<file path="src/common/fill_settings.svh">
// widths, burst buffer depth and command code for the read-fill engine

`ifndef FILL_SETTINGS_SVH
`define FILL_SETTINGS_SVH

// burst address and burst count widths as carried in the fill header
`define FILL_ADDR_W 23
`define FILL_BURST_W 24

// tx stream word
`define FILL_WORD_W 32

// words still to send, four words per burst
`define FILL_CNT_W (`FILL_BURST_W + 2)

// on-chip burst buffer, 64 bursts of 128 bits
`define FILL_BUF_AW 6
`define FILL_BUF_DEPTH (1 << `FILL_BUF_AW)
`define FILL_BURST_DATA_W 128
`define FILL_WORDS_PER_BURST 4

// read-fill command code, zero-extended to a word on the link
`define FILL_CC_RD 5'd8

`endif

</file>
<file path="src/words_remaining_counter.sv">
// down-counter of fill words still to be accepted downstream

`timescale 1ns/10ps

`include "fill_settings.svh"

module words_remaining_counter (
    input  logic                   clk,
    input  logic                   rst_n,
    input  logic                   load,
    input  logic [`FILL_CNT_W-1:0] load_count,
    input  logic                   dec,
    output logic                   count_zero,
    output logic                   count_one
);

    logic [`FILL_CNT_W-1:0] count;

    // load wins over an accepted word
    always_ff @(posedge clk or negedge rst_n) begin
        if (!rst_n) begin
            count <= '0;
        end else if (load) begin
            count <= load_count;
        end else if (dec) begin
            count <= count - 1'b1;
        end
    end

    assign count_zero = (count == '0);
    // next accepted word is the final one of the fill
    assign count_one  = (count == `FILL_CNT_W'(1));

    // reader and counter must agree on the word total
    a_no_underflow: assert property (
        @(posedge clk) disable iff (!rst_n) (dec && !load) |-> !count_zero
    ) else $error("word counter decremented at zero");

endmodule

</file>
<file path="config.mk">
export PLATFORM = sky130hd
export DESIGN_NAME = words_remaining_counter
export DESIGN_NICKNAME = d
export VERILOG_FILES = /design/src/words_remaining_counter.sv
export VERILOG_INCLUDE_DIRS = /design/src /design/src/common
export SDC_FILE = /design/constraint.sdc
export NUM_CORES = 1
export LEC_CHECK = 0
export BUFFER_PORTS_ARGS = -buffer_cell sky130_fd_sc_hd__buf_2
export CORE_MARGIN = 2
export CORE_UTILIZATION = 55
export CTS_CLUSTER_DIAMETER = 80
export DETAILED_ROUTE_END_ITERATION = 10
export GPL_TIMING_DRIVEN = 1
export PLACE_DENSITY = 0.8
export SETUP_SLACK_MARGIN = 0.02
export SLEW_MARGIN = 20
export SYNTH_ARGS = -nofsm -noshare
export SYNTH_HDL_FRONTEND = slang
export SYNTH_SLANG_ARGS = --single-unit
export TNS_END_PERCENT = 30
</file>
<file path="constraint.sdc">
create_clock -name clk -period 3.7 [get_ports clk]
set_clock_uncertainty 0.1 [all_clocks]
set_input_delay 0.555 -clock clk [delete_from_list [all_inputs] [get_ports clk]]
set_output_delay 0.555 -clock clk [all_outputs]
set_load 0.05 [all_outputs]
</file>
# Word level (Yosys, flattened, before mapping)
# Cells that the tools add are included.
dict set report totals {
  elab_cells 7
  in_bits 30
  register_bits 26
}
dict set report classes {
  muxes 2
  reduce_logical 2
  eq_ne 1
  add_sub_neg 1
}
# op count
set ops {}
lappend ops {{$mux W26} 2}
lappend ops {{$eq A26 B1 Y1 const B} 1}
lappend ops {{$logic_not A26 Y1} 1}
lappend ops {{$sub A26 B1 Y26 const B} 1}
lappend ops {{$reduce_bool A2 Y1} 1}

# Depth between registers and ports, before layout
dict set report depth {
  word_depth 3
  mapped_depth 8
  ltp_nobuf 6
}

# Worst setup path after synthesis
# No wires, ideal clock.
dict set report synth_path {
  kind {register to output}
  startpoint {reg count[19]}
  endpoint {out count_one}
  required_ps 3045
  stages_incl_launch_ff 6
  path_slack_ps 1252
  arrival_time_ps 1793
  path_buffers 1
  path_cell_list {dfrtp_1 > or4_4 > nand2b_4 > buf_6 > nor3_1 > and2_1}
}
dict set report synth_between {
  elab_chain_len 1
}
# element line_no
set synth_lines {}
lappend synth_lines {{from (decl)} words_remaining_counter.sv:17} ;# logic [`FILL_CNT_W-1:0] count;
lappend synth_lines {{from (signal assigned)} words_remaining_counter.sv:24} ;# count <= load_count;
lappend synth_lines {{from (signal assigned)} words_remaining_counter.sv:26} ;# count <= count - 1'b1;
lappend synth_lines {{$eq A26 B1 Y1} words_remaining_counter.sv:32} ;# assign count_one = (count == `FILL_CNT_W'(1));
lappend synth_lines {{to (decl)} words_remaining_counter.sv:14} ;# output logic count_one
# No other way between the ends.

# Worst setup path after layout
dict set report layout_path {
  startpoint {reg count[8]}
  endpoint {out count_zero}
}
dict set report layout_between {
  elab_chain_len 1
}
# element line_no
set layout_lines {}
lappend layout_lines {{$logic_not A26 Y1} words_remaining_counter.sv:30} ;# assign count_zero = (count == '0);
lappend layout_lines {{to (decl)} words_remaining_counter.sv:13} ;# output logic count_zero,
# No other way between the ends.

==> out/qor.txt <==
VDD IR max - 0.277 mV
Power per Cell Area - 332 mW/mm²
design area - 0.00173 mm²
Period Utilization, post-route - 81.2%
cts hold-fix bufs - 0
# clock sinks - 26
Post-Syn Instances - 176
TritonCTS buffer count - 3
Layout area overhead - 11.9%
Worst Path Max Fanout - 13
Slew @ Worst Pin - 658 ps
root buf cell - clkbuf_4
CP Capture Type - primary output
Final Non-Filler Cells - 233
Top Ports - 32
Synth Net Count - 208
relative slew slack - 56.1%
RSZ-0062 raised after global routing - no
Cell variety after synth - 33
GRT overflow - 0
CTS clk-pin slew, worst paths - 140 ps
commonest non-fill, non-tap cells in the layout - buf_2, dfrtp_1, nand2_1
Pre-antenna DRT Iters - 5
number of global-route vias before repair - 1,361
Setup-failing EPs final - 0
dpl hpwl - 2.27 mm
Initial DRC Count - 64
max reg flops - 26
CTS tree - yes
Post-route DRC - 0
Core Area - 0.00271 mm²
global-route wire length before repair - 5.92 mm
commonest non-fill, non-tap cell in the layout - buf_2
Final #Nets - 236
HP Class - input port to asynchronous set/reset pin
DR vias - 1,401
Die ar. - 0.00325 mm²
total global-route track usage - 22.6%
highest clock rate - 333 MHz
detailed-route vias per instance - 6.01
critical path type - flip-flop to primary output
largest net degree at the start of global routing - 32
width of the chip - 57.0 µm
max-slew violation count - 0
Initial Util - 57.0%
CTS H-tree lvls - 1
Final ANT Viol Nets - 0
CTS resizes - 0
Worst-Skew Late Latency - 330 ps
Final Hold Viols - 0
status - complete, no violations
Final Power - 0.574 mW
Final WS setup - 697 ps
Setup TNS - 0 ps
pre-CTS WS - 1120 ps
setup bufs post-CTS - 0
initial antenna violation count - 0
Ant. Diodes - 0
DRT Wirelength - 3.23 mm
Syn. warnings - 0
Hold Slack - 96.7 ps
sequential element share of the synthesized area - 42.1%
main area contributors after synthesis - dfrtp_1, or4_1, nand2_1, o21ai_0, xor2_1
Final min period - 3000 ps
cell taking the most area after synthesis - dfrtp_1
Port Buf Inserts - 31
die height - 57.0 µm
Critical Path RT - 3040 ps
placed inst area - 0.00171 mm²
FP Rows - 19
#FFs+latches synth - 26
post-DR wirelength/cell - 13.9 µm
area share of the largest cell type after synthesis - 42.1%
leakage power - 0.698 nW
GPL Wtd Cong - 0.789
top flop regs - count (26)
Largest Register - count
Avg Inst Size Synth - 8.78 µm²
Clock Path Buffers - 2
Post-Route Utilization - 63.8%
Critical Path AT - 2350 ps
Inst Count DP - 230
Max-Cap Viols - 0
layout cells sized above 1 - 20.8%
startpoint types - flip-flop
Post-Syn Area - 0.00155 mm²
worst paths after layout:
check | startpoint | end | slack [ps] | depth (start not counted)
max in group asynchronous | rst_n | count[8] | 3020 | 1
max | count[8] | count_zero | 700 | 5
min | rst_n | count[21] | 100 | 1
min in group clk | load_count[3] | count[3] | 320 | 3
max reg2reg | count[8] | count[22] | 1430 | 4
min reg2reg | count[6] | count[6] | 470 | 2
synth_stat cells:
cell and number:
a31oi_1 11, and2_1 2, buf_2 2, buf_6 1
clkbuf_1 7, dfrtp_1 26, ha_1 2, inv_1 4
nand2_1 21, nand2b_1 1, nand2b_4 1, nand3_1 7
nand3b_1 3, nand4_1 4, nand4b_1 2, nor2_1 15
nor2b_1 1, nor3_1 7, nor3b_2 1, nor4_1 2
nor4bb_1 1, o211ai_1 1, o21ai_0 14, o311ai_0 1
o31a_1 1, o31a_2 1, o31ai_1 9, or2_2 2
or3_1 3, or4_1 11, or4_4 1, xnor2_1 3
xor2_1 8
per-layer routing:
metal,track usage (%),part of all wire (%),up-vias
met4,6.64,1.2,0
met3,4.31,5.4,6
met1,31.0,45,654
li1,-,-,698
met2,36.9,49,43
met5,0,0,-
where the power goes:
group / leakage [nW] / internal [mW] / switching [mW]
Clock: 0.0138 / 0.0383 / 0.0848
Combinational: 0.380 / 0.0491 / 0.0605
Sequential: 0.303 / 0.312 / 0.0289
Total: 0.698 / 0.399 / 0.174
area by class of cell:
cell class | count | area, µm²
flip-flops and latches | 26 | 651
repair buffers | 33 | 170
multi-input cells | 136 | 832
well taps | 31 | 38.8
clock buffers | 3 | 22.5
inverters | 4 | 15.0
fillers | 235 | 981
cells by family (layout without fill, tap and decap cells):
family | Yosys count | after routing | share of synthesized area [%]
XOR/XNOR | 11 | 11 | 6.24
AO/OA/AOI/OAI | 38 | 38 | 15.6
adder cells (fa/ha/maj) | 2 | 2 | 1.62
flip-flops | 26 | 26 | 42.1
buffers and inverters | 14 | 40 | 4.05
AND/OR/NAND/NOR | 85 | 85 | 30.4
worst max-delay path, cell delays in order (launching register included):
cell and delay [ps]:
dfrtp_1 450, nor3_1 440, nand3_1 420, nor3_1 310
and2_1 150, buf_2 250
Power figures use the tool's default switching activity.
