<file path="src/common/fill_settings.svh">
// widths, burst buffer depth and command code for the read-fill engine

`ifndef FILL_SETTINGS_SVH
`define FILL_SETTINGS_SVH

// burst address and burst count widths as carried in the fill header
`define FILL_ADDR_W 23
`define FILL_BURST_W 24

// tx stream word
`define FILL_WORD_W 32

// words still to send, four words per burst
`define FILL_CNT_W (`FILL_BURST_W + 2)

// on-chip burst buffer, 64 bursts of 128 bits
`define FILL_BUF_AW 6
`define FILL_BUF_DEPTH (1 << `FILL_BUF_AW)
`define FILL_BURST_DATA_W 128
`define FILL_WORDS_PER_BURST 4

// read-fill command code, zero-extended to a word on the link
`define FILL_CC_RD 5'd8

`endif

</file>
<file path="src/common/fill_pkg.sv">
// shared types of the read-fill engine
// state encoding, framer source select, fill header and tx beat

`include "fill_settings.svh"

package fill_pkg;

    // read-fill command FSM
    typedef enum logic [3:0] {
        IDLE     = 4'd0,
        CHK_FIFO = 4'd1,
        ERROR    = 4'd2,
        GET_HDR  = 4'd3,
        CSN_WAIT = 4'd4,
        CSN_SEND = 4'd5,
        CC_WAIT  = 4'd6,
        CC_SEND  = 4'd7,
        DATA     = 4'd8,
        DONE     = 4'd9
    } fill_state_e;

    // what the framer puts on the tx stream
    typedef enum logic [2:0] {
        SRC_NONE   = 3'd0,
        SRC_CSN    = 3'd1,
        SRC_CC     = 3'd2,
        SRC_INV_CC = 3'd3,
        SRC_DATA   = 3'd4
    } resp_src_e;

    // 152-bit fill header as stored in the header FIFO
    // burst_cnt already counts header and trailer bursts
    typedef struct packed {
        logic [`FILL_BURST_W-1:0] burst_cnt;
        logic [51:0]              rsv_hi;
        logic [`FILL_ADDR_W-1:0]  start_addr;
        logic [25:0]              rsv_mid;
        // set for an asynchronous fill, data then starts at burst 0
        logic                     async_mode;
        logic [25:0]              rsv_lo;
    } fill_header_t;

    // one word of the tx stream
    typedef struct packed {
        logic [`FILL_WORD_W-1:0] data;
        logic                    last;
    } tx_beat_t;

endpackage

</file>
<file path="src/response_framer.sv">
// tx word mux for csn, cc, inverted cc and fill data
// forms last and the data handshake

`timescale 1ns/10ps

`include "fill_settings.svh"

module response_framer (
    input  logic                    clk,
    input  logic                    rst_n,
    input  fill_pkg::resp_src_e     resp_src,
    input  logic [`FILL_WORD_W-1:0] csn,
    input  logic [`FILL_WORD_W-1:0] cc,
    input  logic                    tx_cmd_valid,
    input  logic                    error_last,
    input  logic [`FILL_WORD_W-1:0] word,
    input  logic                    word_valid,
    input  logic                    count_one,
    input  logic                    tx_ready,
    output fill_pkg::tx_beat_t      tx_beat,
    output logic                    tx_valid,
    output logic                    word_taken
);

    import fill_pkg::*;

    logic [`FILL_WORD_W-1:0] csn_q;
    logic [`FILL_WORD_W-1:0] cc_q;
    logic                    data_sel;

    // track the dispatcher while idle and freeze for the whole packet
    always_ff @(posedge clk or negedge rst_n) begin
        if (!rst_n) begin
            csn_q <= '0;
            cc_q  <= '0;
        end else if (resp_src == SRC_NONE) begin
            csn_q <= csn;
            cc_q  <= cc;
        end
    end

    assign data_sel = (resp_src == SRC_DATA);

    always_comb begin
        // last marks the end of an error packet or the final fill word
        tx_beat.last = error_last || (data_sel && count_one);
        unique case (resp_src)
            SRC_CSN:    tx_beat.data = csn_q;
            SRC_CC:     tx_beat.data = cc_q;
            // error reply carries the inverted code
            SRC_INV_CC: tx_beat.data = ~cc_q;
            SRC_DATA:   tx_beat.data = word;
            default:    tx_beat.data = '0;
        endcase
    end

    // command words are strobed by the FSM and data moves on valid and ready
    assign tx_valid   = tx_cmd_valid || (data_sel && word_valid);
    assign word_taken = data_sel && word_valid && tx_ready;

endmodule

</file>
<file path="config.mk">
export PLATFORM = sky130hd
export DESIGN_NAME = response_framer
export DESIGN_NICKNAME = d
export VERILOG_FILES = /design/src/common/fill_pkg.sv /design/src/response_framer.sv
export VERILOG_INCLUDE_DIRS = /design/src /design/src/common
export SDC_FILE = /design/constraint.sdc
export NUM_CORES = 1
export LEC_CHECK = 0
export BUFFER_PORTS_ARGS = -buffer_cell sky130_fd_sc_hd__buf_2
export CORE_UTILIZATION = 35
export DETAILED_ROUTE_END_ITERATION = 10
export HOLD_SLACK_MARGIN = 0.05
export PLACE_DENSITY = 0.64
export SLEW_MARGIN = 20
export SYNTH_ARGS = -nofsm -noshare
export SYNTH_HDL_FRONTEND = slang
export SYNTH_SLANG_ARGS = --single-unit
</file>
<file path="constraint.sdc">
create_clock -name clk -period 1.1 [get_ports clk]
set_input_delay 0.055 -clock clk [delete_from_list [all_inputs] [get_ports clk]]
set_output_delay 0.055 -clock clk [all_outputs]
set_load 0.01 [all_outputs]
</file>
### Word level (Yosys, flattened, before mapping)

Cells that the tools add are included.

* equal/unequal tests: 4
* mux-type cells: 1
* bitwise logic cells: 1
* reductions and logical operators: 6

Operators by type and width (count)
* 32-bit case mux with 4 select lines: 1
* 32-bit inverter: 1
* 3-bit by 2-bit == test with 1-bit output, second input constant: 2
* 3-bit by 1-bit == test with 1-bit output, second input constant: 1
* 3-bit == test, second input constant: 1
* 1-bit logical AND: 3
* 3-bit zero test: 1
* 1-bit logical OR: 2

* register bits after elaboration: 64
* logic and storage cells: 14

### Logic depth before layout (Yosys ltp)

* word-level depth: 3
* gate-level depth with buffers: 6

### Least setup slack after synthesis

Ideal clock, no wire load.

* path kind: input port to flip-flop
* from: in resp_src[1]
* to: reg csn_q[19]
* setup time: 0.125 ns
* arrival time: 1.010 ns
* required time: 0.975 ns
* path slack: -0.035 ns
* stages: 4
* buffers on the path: 2
* cells stage by stage: buf_4 nor3_4 buf_6 mux2_2

* longest elaborated chain between the ends: 1

Ends and longest elaborated chain
* start, declared: line response_framer.sv:11 `input fill_pkg::resp_src_e resp_src,`
* 3-bit zero test: line response_framer.sv:36 `end else if (resp_src == SRC_NONE) begin`
* end signal, assigned: line response_framer.sv:37 `csn_q <= csn;`
* end, declared: line response_framer.sv:27 `` logic [`FILL_WORD_W-1:0] csn_q; ``

Every way passes these cells.
A chain may end at the register's enable or synchronous reset.

==> key figures <==
Outcome
  – Status: finished, violations left
  – Failing checks: setup timing

Detailed routing
  – Routed via count: around 3.3k
  – Detailed Route Iter0 Violations: between 90 and 100
  – Residual DRC: 0
  – Drt first pass iters: 4
  – Mean number of vias per cell: 4.90
  – Final WL: 10,100 µm
  – Post-DRT Antenna Nets: 0
  – Drt wl/cell: 14.9 µm

Clock network
  – Clk buf depth: 2
  – H-tree Lvls: 3
  – Clk root buf: clkbuf_8
  – Clock slew at reported path FFs: 70 ps
  – CTS tree: done
  – Clk Latency, worst-skew pair: 330 ps
  – TritonCTS buffer count: 9
  – Sink Count: 64

Setup path
  – Crit path from: cc_q[18]
  – CP Data Required Time: about 1000 ps
  – Worst reg2reg path startpoint: cc_q[28]
  – Cell Chain, Critical Path: inv_2, mux2i_1, o21ai_1, buf_2
  – Max stage delay on crit path: 400 ps
  – Crit path max fanout: 2
  – Slowest CP cell: dfrtp_1
  – CP endpoint kind: primary output
  – CP startpoint kind: flip-flop
  – CP Class: flip-flop to primary output
  – Arr. time, crit path: 1180 ps

Synth
  – Yosys warns: 0
  – Sequential share of the synthesized area: 46.9%
  – FF+latch count, synth: 64
  – Netlist cell types: 21
  – Syn Nets: 429
  – Syn Area/Cell: ~11 µm²
  – Gate Count Post-Synth: 323
  – Mapped Area: approximately 3400 µm²

Floorplanning
  – Core ar.: ~9300 µm²
  – Die Ht: 101 µm
  – Num rows: 35
  – Die width: 101 µm
  – I/O pin count: 141
  – Starting density of the core: 36.6%
  – Total die area: 10,200 µm²

Global route
  – Vias in the first global route: 3,370
  – Remaining global-route overflow: 0
  – Initial antenna violation count: 0
  – GRT Resource Usage Total: 19.7%
  – Pin count of the biggest net entering global routing: 65
  – First-pass GRT wire length: 15,600 µm

Final layout
  – Final nets: 652
  – Layout area overhead: 54.5%
  – ANT cells: 0
  – FILL cells: 810
  – Share of post-route cells with drive strength above 1: 44.7%
  – Final non-filler cell total: 679

Place
  – Post-DP HPWL: 6270 µm
  – RePlAce Congestion: 0.815
  – Placed cell count: slightly below 600
  – I/O Buffers: 140
  – Post-place setup slack: -134 ps

STA
  – Rel. slew slack: 76.8%
  – Worst Tran Pin Value: 347 ps
  – Fin crit share: 113%
  – Slew Viols, Final: 0
  – Final hold vios: 0
  – Layout Skew: 0 ps
  – Setup violators final: 32
  – Min Tclk post-route: 1240 ps
  – RSZ-0062 raised after global routing: yes
  – Setup WS post-layout: -140 ps
  – Max Freq: 0.807 GHz

Pwr
  – Worst vdd ir: 0.000716 V
  – Static leakage: around 0.0025 µW
  – Pwr Density: 1280 nW/µm²
  – Total power: 6750 µW

Job
  – Max Cap Violations: 0

Min path
  – Worst hold path class: primary input to flip-flop
  – Hold Crit Start: resp_src[2]
synthesized netlist by cell type:
| library cell | count | share of area, % |
|---|---|---|
| buf_2 | 7 | 1.0 |
| o21ai_1 | 5 | 0.73 |
| nor3b_4 | 1 | 0.55 |
| nor2_1 | 2 | 0.22 |
| a21o_1 | 1 | 0.22 |
| buf_6 | 5 | 1.6 |
| mux2_2 | 32 | 11 |
| o21ai_2 | 6 | 1.5 |
| dfrtp_1 | 64 | 47 |
| clkbuf_1 | 8 | 0.88 |
| o21ai_0 | 53 | 7.8 |
| nand2_1 | 32 | 3.5 |
| buf_8 | 3 | 1.3 |
| a32oi_1 | 32 | 8.2 |
| inv_1 | 32 | 3.5 |
| a31o_2 | 1 | 0.26 |
| and4_1 | 1 | 0.26 |
| nand2b_1 | 1 | 0.18 |
| mux2i_1 | 32 | 9.4 |
| nor3_4 | 1 | 0.48 |
| buf_4 | 4 | 0.88 |
final timing paths:
kind | end | slack, ps | depth (start not counted)
max | tx_beat[19] | -140 | 4
min in group asynchronous | cc_q[3] | 300 | 3
max in group asynchronous | cc_q[10] | 530 | 3
max reg2reg | cc_q[28] | 260 | 4
min | cc_q[26] | 240 | 4
min reg2reg | csn_q[4] | 510 | 1
where the power goes:
| part | internal (µW) | switching [µW] | total, µW |
|---|---|---|---|
| Sequential | 2780 | 242 | 3020 |
| Clock | 1090 | 871 | 1960 |
| Combinational | 977 | 797 | 1770 |
area by class of cell:
cell class / instances / area, µm² / area share [%]
Clock buffer: 11 / 141 / 2.68
Multi-Input combinational cell: 200 / 1500 / 28.5
Sequential cell: 64 / 1600 / 30.3
Tap cell: 129 / 161 / 3.06
Inverter: 32 / 120 / 2.28
Clock inverter: 4 / 45.0 / 0.853
Timing Repair Buffer: 239 / 1700 / 32.3
sequential cells by signal (all words and copies together), names as in the netlist:
register / cells
cc_q: 32
csn_q: 32
placed cells by master, fill, tap and decap left out, drive strengths merged:
master / count
dlygate4sd3: 65
nor2: 2
mux2i: 32
nor3b: 1
nand2b: 1
a31o: 1
clkbuf: 12
clkinv: 3
nand2: 32
buf: 173
mux2: 32
a21o: 1
inv: 32
bufinv: 1
and4: 1
o21ai: 64
dfrtp: 64
nor3: 1
a32oi: 32
through the flow:
stage	instance area (µm²)	hold slack (ps)	TNS (ps)	util, %
after global placement	4310	104	-5030	46.3
after CTS	5180	192	-3600	55.5
after detailed placement	4310	101	-5870	46.3
final	5280	235	-2960	56.6
after global routing	5280	242	-5360	56.6
after floorplan	3420	-241	0	-
worst max-delay path, delay by kind of cell (launching register included):
family                 cells  cell delay [ps]
muxes                      1               70
DFF                        1              400
buffers and inverters      2              230
AOI/OAI and AO/OA          1              160
cells by family after synthesis:
logic type             synth area share [%]
AOI/OAI and AO/OA                      18.7
buffers and inverters                  9.27
DFF                                    46.9
muxes                                  19.9
and+or+nand+nor                        5.20
layer usage:
metal | part of all wire, % | routed length [µm] | GRT usage (%)
met4 | 2.8 | 281 | 9.03
met2 | 49 | 4950 | 34.4
met3 | 4.3 | 438 | 3.33
met1 | 44 | 4480 | 23.8
met5 | 0 | 0 | 0
timing repair:
item | in CTS | in global routing
pin swaps | 8 | 27
endpoints found under the setup margin | 34 | 35
hold buffers | 65 | 0
hold endpoints to repair | 128 | 0
setup buffers | 3 | 7
cloned | 0 | 2
gates resized for setup | 36 | 14
Note: power is estimated with default switching activity, not from simulation.
