File: src/common/fill_settings.svh
// widths, burst buffer depth and command code for the read-fill engine

`ifndef FILL_SETTINGS_SVH
`define FILL_SETTINGS_SVH

// burst address and burst count widths as carried in the fill header
`define FILL_ADDR_W 23
`define FILL_BURST_W 24

// tx stream word
`define FILL_WORD_W 32

// words still to send, four words per burst
`define FILL_CNT_W (`FILL_BURST_W + 2)

// on-chip burst buffer, 64 bursts of 128 bits
`define FILL_BUF_AW 6
`define FILL_BUF_DEPTH (1 << `FILL_BUF_AW)
`define FILL_BURST_DATA_W 128
`define FILL_WORDS_PER_BURST 4

// read-fill command code, zero-extended to a word on the link
`define FILL_CC_RD 5'd8

`endif

File: src/common/fill_pkg.sv
// shared types of the read-fill engine
// state encoding, framer source select, fill header and tx beat

`include "fill_settings.svh"

package fill_pkg;

    // read-fill command FSM
    typedef enum logic [3:0] {
        IDLE     = 4'd0,
        CHK_FIFO = 4'd1,
        ERROR    = 4'd2,
        GET_HDR  = 4'd3,
        CSN_WAIT = 4'd4,
        CSN_SEND = 4'd5,
        CC_WAIT  = 4'd6,
        CC_SEND  = 4'd7,
        DATA     = 4'd8,
        DONE     = 4'd9
    } fill_state_e;

    // what the framer puts on the tx stream
    typedef enum logic [2:0] {
        SRC_NONE   = 3'd0,
        SRC_CSN    = 3'd1,
        SRC_CC     = 3'd2,
        SRC_INV_CC = 3'd3,
        SRC_DATA   = 3'd4
    } resp_src_e;

    // 152-bit fill header as stored in the header FIFO
    // burst_cnt already counts header and trailer bursts
    typedef struct packed {
        logic [`FILL_BURST_W-1:0] burst_cnt;
        logic [51:0]              rsv_hi;
        logic [`FILL_ADDR_W-1:0]  start_addr;
        logic [25:0]              rsv_mid;
        // set for an asynchronous fill, data then starts at burst 0
        logic                     async_mode;
        logic [25:0]              rsv_lo;
    } fill_header_t;

    // one word of the tx stream
    typedef struct packed {
        logic [`FILL_WORD_W-1:0] data;
        logic                    last;
    } tx_beat_t;

endpackage

File: src/fill_sm/fill_readout_sm.sv
// read-fill command FSM
// checks the header FIFO, echoes csn/cc and steers the data phase

`timescale 1ns/10ps

`include "fill_settings.svh"

module fill_readout_sm (
    input  logic                      clk,
    input  logic                      rst_n,
    input  logic                      run,
    output logic                      running,
    output logic                      done,
    input  logic                      hdr_empty,
    input  fill_pkg::fill_header_t    hdr_data,
    output logic                      hdr_rd_en,
    input  logic                      fixed_addr_en,
    input  logic [`FILL_ADDR_W-1:0]   fixed_addr,
    input  logic                      tx_ready,
    output fill_pkg::resp_src_e       resp_src,
    output logic                      tx_cmd_valid,
    output logic                      error_last,
    output logic                      rd_start,
    output logic [`FILL_ADDR_W-1:0]   rd_addr,
    output logic [`FILL_BURST_W-1:0]  rd_bursts,
    input  logic                      reader_idle,
    output logic                      load,
    output logic [`FILL_CNT_W-1:0]    load_count,
    input  logic                      count_zero
);

    import fill_pkg::*;

    fill_state_e state;
    fill_state_e state_next;
    resp_src_e   src_next;
    // set for the rest of a command once the header FIFO was found empty
    logic        error_found;

    //////////////////////////////////////////////////
    // next state
    //////////////////////////////////////////////////

    always_comb begin
        state_next = state;
        unique case (state)
            IDLE:     state_next = CHK_FIFO;
            // FWFT FIFO, header is already at the head if not empty
            CHK_FIFO: state_next = hdr_empty ? ERROR : GET_HDR;
            ERROR:    state_next = CSN_WAIT;
            GET_HDR:  state_next = CSN_WAIT;
            // hold until the downstream FIFO shows room
            CSN_WAIT: begin
                if (tx_ready) begin
                    state_next = CSN_SEND;
                end
            end
            CSN_SEND: state_next = CC_WAIT;
            CC_WAIT: begin
                if (tx_ready) begin
                    state_next = CC_SEND;
                end
            end
            // error packet ends with the inverted code
            CC_SEND:  state_next = error_found ? DONE : DATA;
            // all bursts issued and every word accepted
            DATA: begin
                if (reader_idle && count_zero) begin
                    state_next = DONE;
                end
            end
            DONE:     state_next = IDLE;
            default:  state_next = IDLE;
        endcase
        // dispatcher dropped run, abandon the command
        if (!run) begin
            state_next = IDLE;
        end
    end

    // framer source for the coming state
    always_comb begin
        unique case (state_next)
            CSN_WAIT, CSN_SEND: src_next = SRC_CSN;
            CC_WAIT, CC_SEND:   src_next = error_found ? SRC_INV_CC : SRC_CC;
            DATA:               src_next = SRC_DATA;
            default:            src_next = SRC_NONE;
        endcase
    end

    //////////////////////////////////////////////////
    // state and registered outputs
    //////////////////////////////////////////////////

    // outputs follow state_next so they line up with the state they belong to
    always_ff @(posedge clk or negedge rst_n) begin
        if (!rst_n) begin
            state        <= IDLE;
            running      <= 1'b0;
            done         <= 1'b0;
            hdr_rd_en    <= 1'b0;
            load         <= 1'b0;
            tx_cmd_valid <= 1'b0;
            error_last   <= 1'b0;
            rd_start     <= 1'b0;
            resp_src     <= SRC_NONE;
        end else begin
            state        <= state_next;
            running      <= (state_next != IDLE);
            done         <= (state_next == DONE);
            // pop the header while it is latched
            hdr_rd_en    <= (state_next == GET_HDR);
            load         <= (state_next == GET_HDR);
            // one valid cycle per command word
            tx_cmd_valid <= (state_next == CSN_SEND) || (state_next == CC_SEND);
            error_last   <= (state_next == CC_SEND) && error_found;
            // single pulse on entry to the data phase
            rd_start     <= (state_next == DATA) && (state != DATA);
            resp_src     <= src_next;
        end
    end

    // error flag, cleared in IDLE and set in ERROR
    always_ff @(posedge clk or negedge rst_n) begin
        if (!rst_n) begin
            error_found <= 1'b0;
        end else if (state == IDLE) begin
            error_found <= 1'b0;
        end else if (state == ERROR) begin
            error_found <= 1'b1;
        end
    end

    // start address and sizes, latched from the head of the FIFO
    always_ff @(posedge clk) begin
        if (state_next == GET_HDR) begin
            if (fixed_addr_en) begin
                rd_addr <= fixed_addr;
            end else if (hdr_data.async_mode) begin
                rd_addr <= '0;
            end else begin
                rd_addr <= hdr_data.start_addr;
            end
            rd_bursts  <= hdr_data.burst_cnt;
            // 32-bit words, four per burst
            load_count <= {hdr_data.burst_cnt, 2'b00};
        end
    end

    //////////////////////////////////////////////////
    // checks
    //////////////////////////////////////////////////

    // never pop an empty header FIFO
    a_no_pop_when_empty: assert property (
        @(posedge clk) disable iff (!rst_n) hdr_rd_en |-> !hdr_empty
    ) else $error("header FIFO popped while empty");

    // a command word only goes out after ready was seen
    a_cmd_after_ready: assert property (
        @(posedge clk) disable iff (!rst_n) tx_cmd_valid |-> $past(tx_ready)
    ) else $error("command word sent without a sampled tx_ready");

endmodule

File: config.mk
export PLATFORM = sky130hd
export DESIGN_NAME = fill_readout_sm
export DESIGN_NICKNAME = d
export VERILOG_FILES = /design/src/common/fill_pkg.sv /design/src/fill_sm/fill_readout_sm.sv
export VERILOG_INCLUDE_DIRS = /design/src /design/src/common
export SDC_FILE = /design/constraint.sdc
export NUM_CORES = 1
export LEC_CHECK = 0
export BUFFER_PORTS_ARGS = -buffer_cell sky130_fd_sc_hd__buf_2
export CORE_AREA = 2 2 104 106
export CTS_CLUSTER_SIZE = 28
export DETAILED_ROUTE_END_ITERATION = 8
export DIE_AREA = 0 0 106 108
export GPL_TIMING_DRIVEN = 0
export PLACE_DENSITY = 0.56
export RECOVER_POWER = 100
export SLEW_MARGIN = 20
export SYNTH_ARGS = -nofsm -noshare
export SYNTH_HDL_FRONTEND = slang
export SYNTH_SLANG_ARGS = --single-unit
File: constraint.sdc
create_clock -name clk -period 3.3 [get_ports clk]
set_clock_uncertainty 0.15 [all_clocks]
set_input_delay 0.66 -clock clk [delete_from_list [all_inputs] [get_ports clk]]
set_output_delay 0.66 -clock clk [all_outputs]
set_load 0.01 [all_outputs]
# Yosys cells after proc, flatten, opt, wreduce, memory -nomap -nowiden
# Cells that the tools add are included.
# word_totals
out_inout_bits,83
word_cells,50
reg_bits,61
inputBits,183
# op_classes
reduce_logical,10
n_eq_ne,16
n_mux,13
# op_table
cell,n
23-bit two-way mux,2
"4-bit by 3-bit equality test with 1-bit output, second input constant",8
4-bit case mux with 8 select lines,1
4-bit two-way mux,4
"4-bit by 2-bit equality test with 1-bit output, second input constant",3
"4-bit equality test, second input constant",3
3-bit case mux with 3 select lines,1
2-bit OR reduction,3
1-bit two-way mux,5
"4-bit by 1-bit equality test with 1-bit output, second input constant",1
4-bit zero test,1
"4-bit inequality test, second input constant",1
4-bit nonzero test,1
1-bit logical AND,3
2-bit nonzero test,1
1-bit logical OR,1

# Depth between registers and ports, before layout
# logic_depth
word_depth,7
ltp_mapped,5
ltp_nobuf,4

# Least setup slack after synthesis
# OpenSTA, ideal clock, no wires.
# synth_path
kind,in2reg
startpoint,input port hdr_empty
endpoint,register load_count[10] (enable)
setup_slack_ns,0.170
required_time_ns,2.739
arrival_ns,2.569
cell_stages,4
setup_ns,0.411
path_buffers,0
cell_sequence,or3_1 -> a21oi_1 -> nor3_1 -> and4bb_1
# synth_between
elab_chain_cells,4
# synth_rtl
element,line,text
"start, declared",fill_readout_sm.sv:14,"input logic hdr_empty,"
1-bit two-way mux,fill_readout_sm.sv:49,CHK_FIFO: state_next = hdr_empty ? ERROR : GET_HDR;
4-bit case mux with 8 select lines,fill_readout_sm.sv:46,unique case (state)
4-bit two-way mux,fill_readout_sm.sv:76,if (!run) begin
4-bit by 2-bit equality test with 1-bit output,fill_readout_sm.sv:136,if (state_next == GET_HDR) begin
"end signal, assigned",fill_readout_sm.sv:146,"load_count <= {hdr_data.burst_cnt, 2'b00};"
"end, declared",fill_readout_sm.sv:28,"output logic [`FILL_CNT_W-1:0] load_count,"
# Every way passes these cells.
# A chain may end at the register's enable or synchronous reset.

# Final worst setup path
# layout_path
startpoint,register state[0]
endpoint,register rd_addr[21] (enable)
# layout_between
elab_chain_cells,5
elab_cells_between_ends,16
cone_classes,eq/ne: 9; mux: 5; reduce/logical: 2
# layout_rtl
element,line,text
"start, declared",fill_readout_sm.sv:34,fill_state_e state;
"start signal, assigned",fill_readout_sm.sv:108,state <= state_next;
4-bit by 2-bit equality test with 1-bit output,fill_readout_sm.sv:46,
2-bit OR reduction (no source line),n/a,
4-bit case mux with 8 select lines (*),fill_readout_sm.sv:46,
4-bit two-way mux (*),fill_readout_sm.sv:76,
4-bit by 2-bit equality test with 1-bit output (*),fill_readout_sm.sv:136,
"end signal, assigned",fill_readout_sm.sv:138,rd_addr <= fixed_addr;
"end signal, assigned",fill_readout_sm.sv:142,rd_addr <= hdr_data.start_addr;
"end, declared",fill_readout_sm.sv:24,"output logic [`FILL_ADDR_W-1:0] rd_addr,"
# Mark *: on every way between the ends. The rest lies on a longest branch, timed or not.

==> key figures <==
Run status
  • Result of the run: complete, no violations

Timing
  • Hold Fails Final Rpt: 0
  • Slew HR: 47.3%
  • Maximum clock frequency: 389 MHz
  • Period utilisation layout: 77.9%
  • Transition time at the pin with the least slew margin: 790 ps
  • Worst-case hold slack: 232 ps
  • Setup Viol. Count Final: 0
  • Clock period minus worst slack: 2570 ps
  • Number of max-slew violations in the final report: 0
  • RSZ-0062 raised after global routing: no

Synthesis
  • Synth Register Bits: 61
  • Mapped Cells: 161
  • Sequential element share of the synthesized area: 71.4%
  • Ranking of synthesized cells by area: sky130_fd_sc_hd__edfxtp_1 57%, sky130_fd_sc_hd__dfrtp_1 14%, sky130_fd_sc_hd__buf_4 8.8%
  • Post-synthesis area per instance: 15.3 sq um
  • Post-synthesis instance area: 2470 sq um
  • EDFF count, synth: 47
  • Async set-reset flop share out of synthesis: 23.0%
  • Portion of synthesized cell area occupied by the leading cell type: 57.2%
  • Dominant cell type by area after synthesis: sky130_fd_sc_hd__edfxtp_1
  • Library cells used by synthesis: 26
  • Most used flip-flop cell after synthesis: sky130_fd_sc_hd__edfxtp_1
  • Count of warnings emitted by yosys: 0

Clock tree
  • Number of clock sinks: 61
  • Hold bufs inserted after CTS: 0
  • Clock latency at the later pin of the worst-skew pair: 330 ps
  • Clock-pin slew on the worst setup and hold paths: 70 ps
  • TritonCTS clock tree: done
  • Maximum clock path buffer count: 2
  • Post-CTS setup buffer count: 0
  • Post-CTS Resized: 0
  • Total clock buffers created by CTS: 9
  • Clk root buf: sky130_fd_sc_hd__clkbuf_8
  • Total number of H-tree levels: 3

Die
  • IO Count: 266
  • Die span in y: 108 um
  • Core footprint: 10200 sq um
  • Die area: 11400 sq um
  • Starting density of the core: 24.1%
  • Number of rows in the core area: 37
  • Chip width: 106 um

Place
  • Post-DP HPWL: 4.87 mm
  • Routability congestion estimate from global placement: 0.825
  • Placed Instance Area: 3460 sq um
  • Port Buffer Count: 158

Critical path
  • Crit path capture type: flop
  • Top fanout value on the critical path: 46
  • Required @ worst endpoint: 3170 ps
  • Crit start category: flop
  • Critical Path AT: 2440 ps
  • WS Path Type: flop to flop

Power and ir drop
  • Cell area power density: 501 nW/um^2
  • Leakage: 0.00151 uW
  • Worst supply voltage drop on vdd: 0.208 mV

Global route
  • Gr ovfl total: 0
  • GRT Resource Usage Total: 10.5%
  • Number of antenna violations at the first check in global routing: 1
  • Via count of the first global-routing pass: 1852
  • Global-route wire length before repair: 9.03 mm
  • Maximum number of pins on one net before global-route repair: 47

Layout
  • Fillers: 1069
  • Net total in the final layout: 515
  • Antenna diode count: 0
  • Area growth from synthesis to layout: 44.1%
  • Area of all placed cells without fillers: 3550 sq um
  • Layout Utilization: 34.7%
  • Share of final-layout standard cells stronger than drive strength 1: 42.4%

Route
  • Number of vias per cell after detailed routing: 4.00
  • Iteration-0 DRC count of the detailed router: 47
  • 1st-pass router iterations: 4
  • Via count: 1891
  • Wire length reported by the detailed router: 6.16 mm
  • DR WL/cell: 13.0 um
  • Remaining routing DRC violations: 0
  • Detail Route Antenna Nets: 0

Min path
  • Type of the tightest min-delay check: primary input to async pin

Run
  • Maxcap violations: 0
cell families after synthesis:
logic type	Yosys count	share of synthesized area, %
flip-flops	61	71.4
buffers and inverters	37	10.1
AO/OA/AOI/OAI	30	9.89
AND/OR/NAND/NOR	29	7.20
multiplexers	2	0.913
XOR/XNOR	1	0.355
other	1	0.152
state kept, by name, indices dropped and copies added (netlist names):
register and count:
tx_cmd_valid 1, rd_start 1, rd_addr 23, state 4, load 1, error_last 1
error_found 1, running 1, load_count 24, resp_src 3, done 1
layer usage:
layer	GRT usage (%)	part of all wire (%)
met5	0	0
met4	5.36	1.7
met3	4.28	11
met2	17.1	46
met1	11.9	42
cell usage after synthesis, types with 2 or more instances:
cell type,n
sky130_fd_sc_hd__nor3b_1,2
sky130_fd_sc_hd__nand2_1,3
sky130_fd_sc_hd__nand3_1,2
sky130_fd_sc_hd__nor2_1,6
sky130_fd_sc_hd__a22o_1,22
sky130_fd_sc_hd__a21oi_1,2
sky130_fd_sc_hd__and3_1,2
sky130_fd_sc_hd__nand2b_1,4
sky130_fd_sc_hd__nor3_1,4
sky130_fd_sc_hd__mux2_2,2
sky130_fd_sc_hd__buf_4,29
sky130_fd_sc_hd__nor4b_2,2
sky130_fd_sc_hd__nor2b_1,2
sky130_fd_sc_hd__dfrtp_1,14
sky130_fd_sc_hd__inv_1,2
sky130_fd_sc_hd__edfxtp_1,47
sky130_fd_sc_hd__o21ai_0,3
sky130_fd_sc_hd__clkbuf_1,5
layout by cell type (no fill, tap or decap), types with 2 or more instances in the layout:
cell type	Yosys	routed
sky130_fd_sc_hd__a21oi_1	2	2
sky130_fd_sc_hd__inv_1	2	2
sky130_fd_sc_hd__buf_2	1	98
sky130_fd_sc_hd__nand2_1	3	3
sky130_fd_sc_hd__nor2b_1	2	2
sky130_fd_sc_hd__nand3_1	2	2
sky130_fd_sc_hd__nor3_1	4	4
sky130_fd_sc_hd__dfrtp_1	14	14
sky130_fd_sc_hd__conb_1	1	2
sky130_fd_sc_hd__o21ai_0	3	3
sky130_fd_sc_hd__nor3b_1	2	2
sky130_fd_sc_hd__nand2b_1	4	4
sky130_fd_sc_hd__buf_4	29	6
sky130_fd_sc_hd__and3_1	2	2
sky130_fd_sc_hd__clkinv_1	0	3
sky130_fd_sc_hd__nor2_1	6	6
sky130_fd_sc_hd__mux2_2	2	2
sky130_fd_sc_hd__clkbuf_8	0	9
sky130_fd_sc_hd__clkbuf_1	5	68
sky130_fd_sc_hd__edfxtp_1	47	47
sky130_fd_sc_hd__a22o_1	22	22
sky130_fd_sc_hd__clkbuf_4	0	22
final timing paths:
path                               startpoint  depth (start not counted)  slack (ps)       endpoint
worst max-delay path                 state[0]                          6         730    rd_addr[21]
worst min-delay path                    rst_n                          1         230    resp_src[2]
worst max register to register       state[0]                          6         730    rd_addr[21]
worst min register to register    error_found                          1         400    error_found
max in group asynchronous               rst_n                          1        2270   tx_cmd_valid
min in group clk                hdr_data[135]                          1         350  load_count[9]
report_power, final:
group | switching (uW) | internal (uW) | leakage [uW]
sequential | 19.0 | 887 | 0.000619
clock | 276 | 340 | 0.0000888
combinational | 136 | 122 | 0.000807
total | 431 | 1350 | 0.00151
layout make-up:
type	count	area, sq um	share of cell area [%]
inverter	2	7.51	0.211
clock inverter	6	53.8	1.51
sequential	61	1760	49.6
timing repair buffer	159	743	20.9
clock buffer	10	128	3.59
buffer	35	236	6.65
multi-input combinational	64	454	12.8
tap	136	170	4.79
critical path: stages, from the launching register on:
cell and delay (ps):
sky130_fd_sc_hd__dfrtp_1 390, sky130_fd_sc_hd__clkbuf_1 240, sky130_fd_sc_hd__nor4b_1 400, sky130_fd_sc_hd__and3_1 250
sky130_fd_sc_hd__nor3_1 80, sky130_fd_sc_hd__and4bb_1 430, sky130_fd_sc_hd__buf_16 270
per-stage QoR:
stage / std cells / TNS, ps / worst slack [ps] / total power, uW
floorplan: 162 / 0 / 170 / 1070
global placement: 456 / -25180 / -532 / 1190
detailed placement: 457 / 0 / 731 / 1200
CTS: 473 / 0 / 990 / 1830
global route: 473 / 0 / 447 / 1870
finish: 473 / 0 / 729 / 1780
Note: power is estimated with default switching activity, not from simulation.
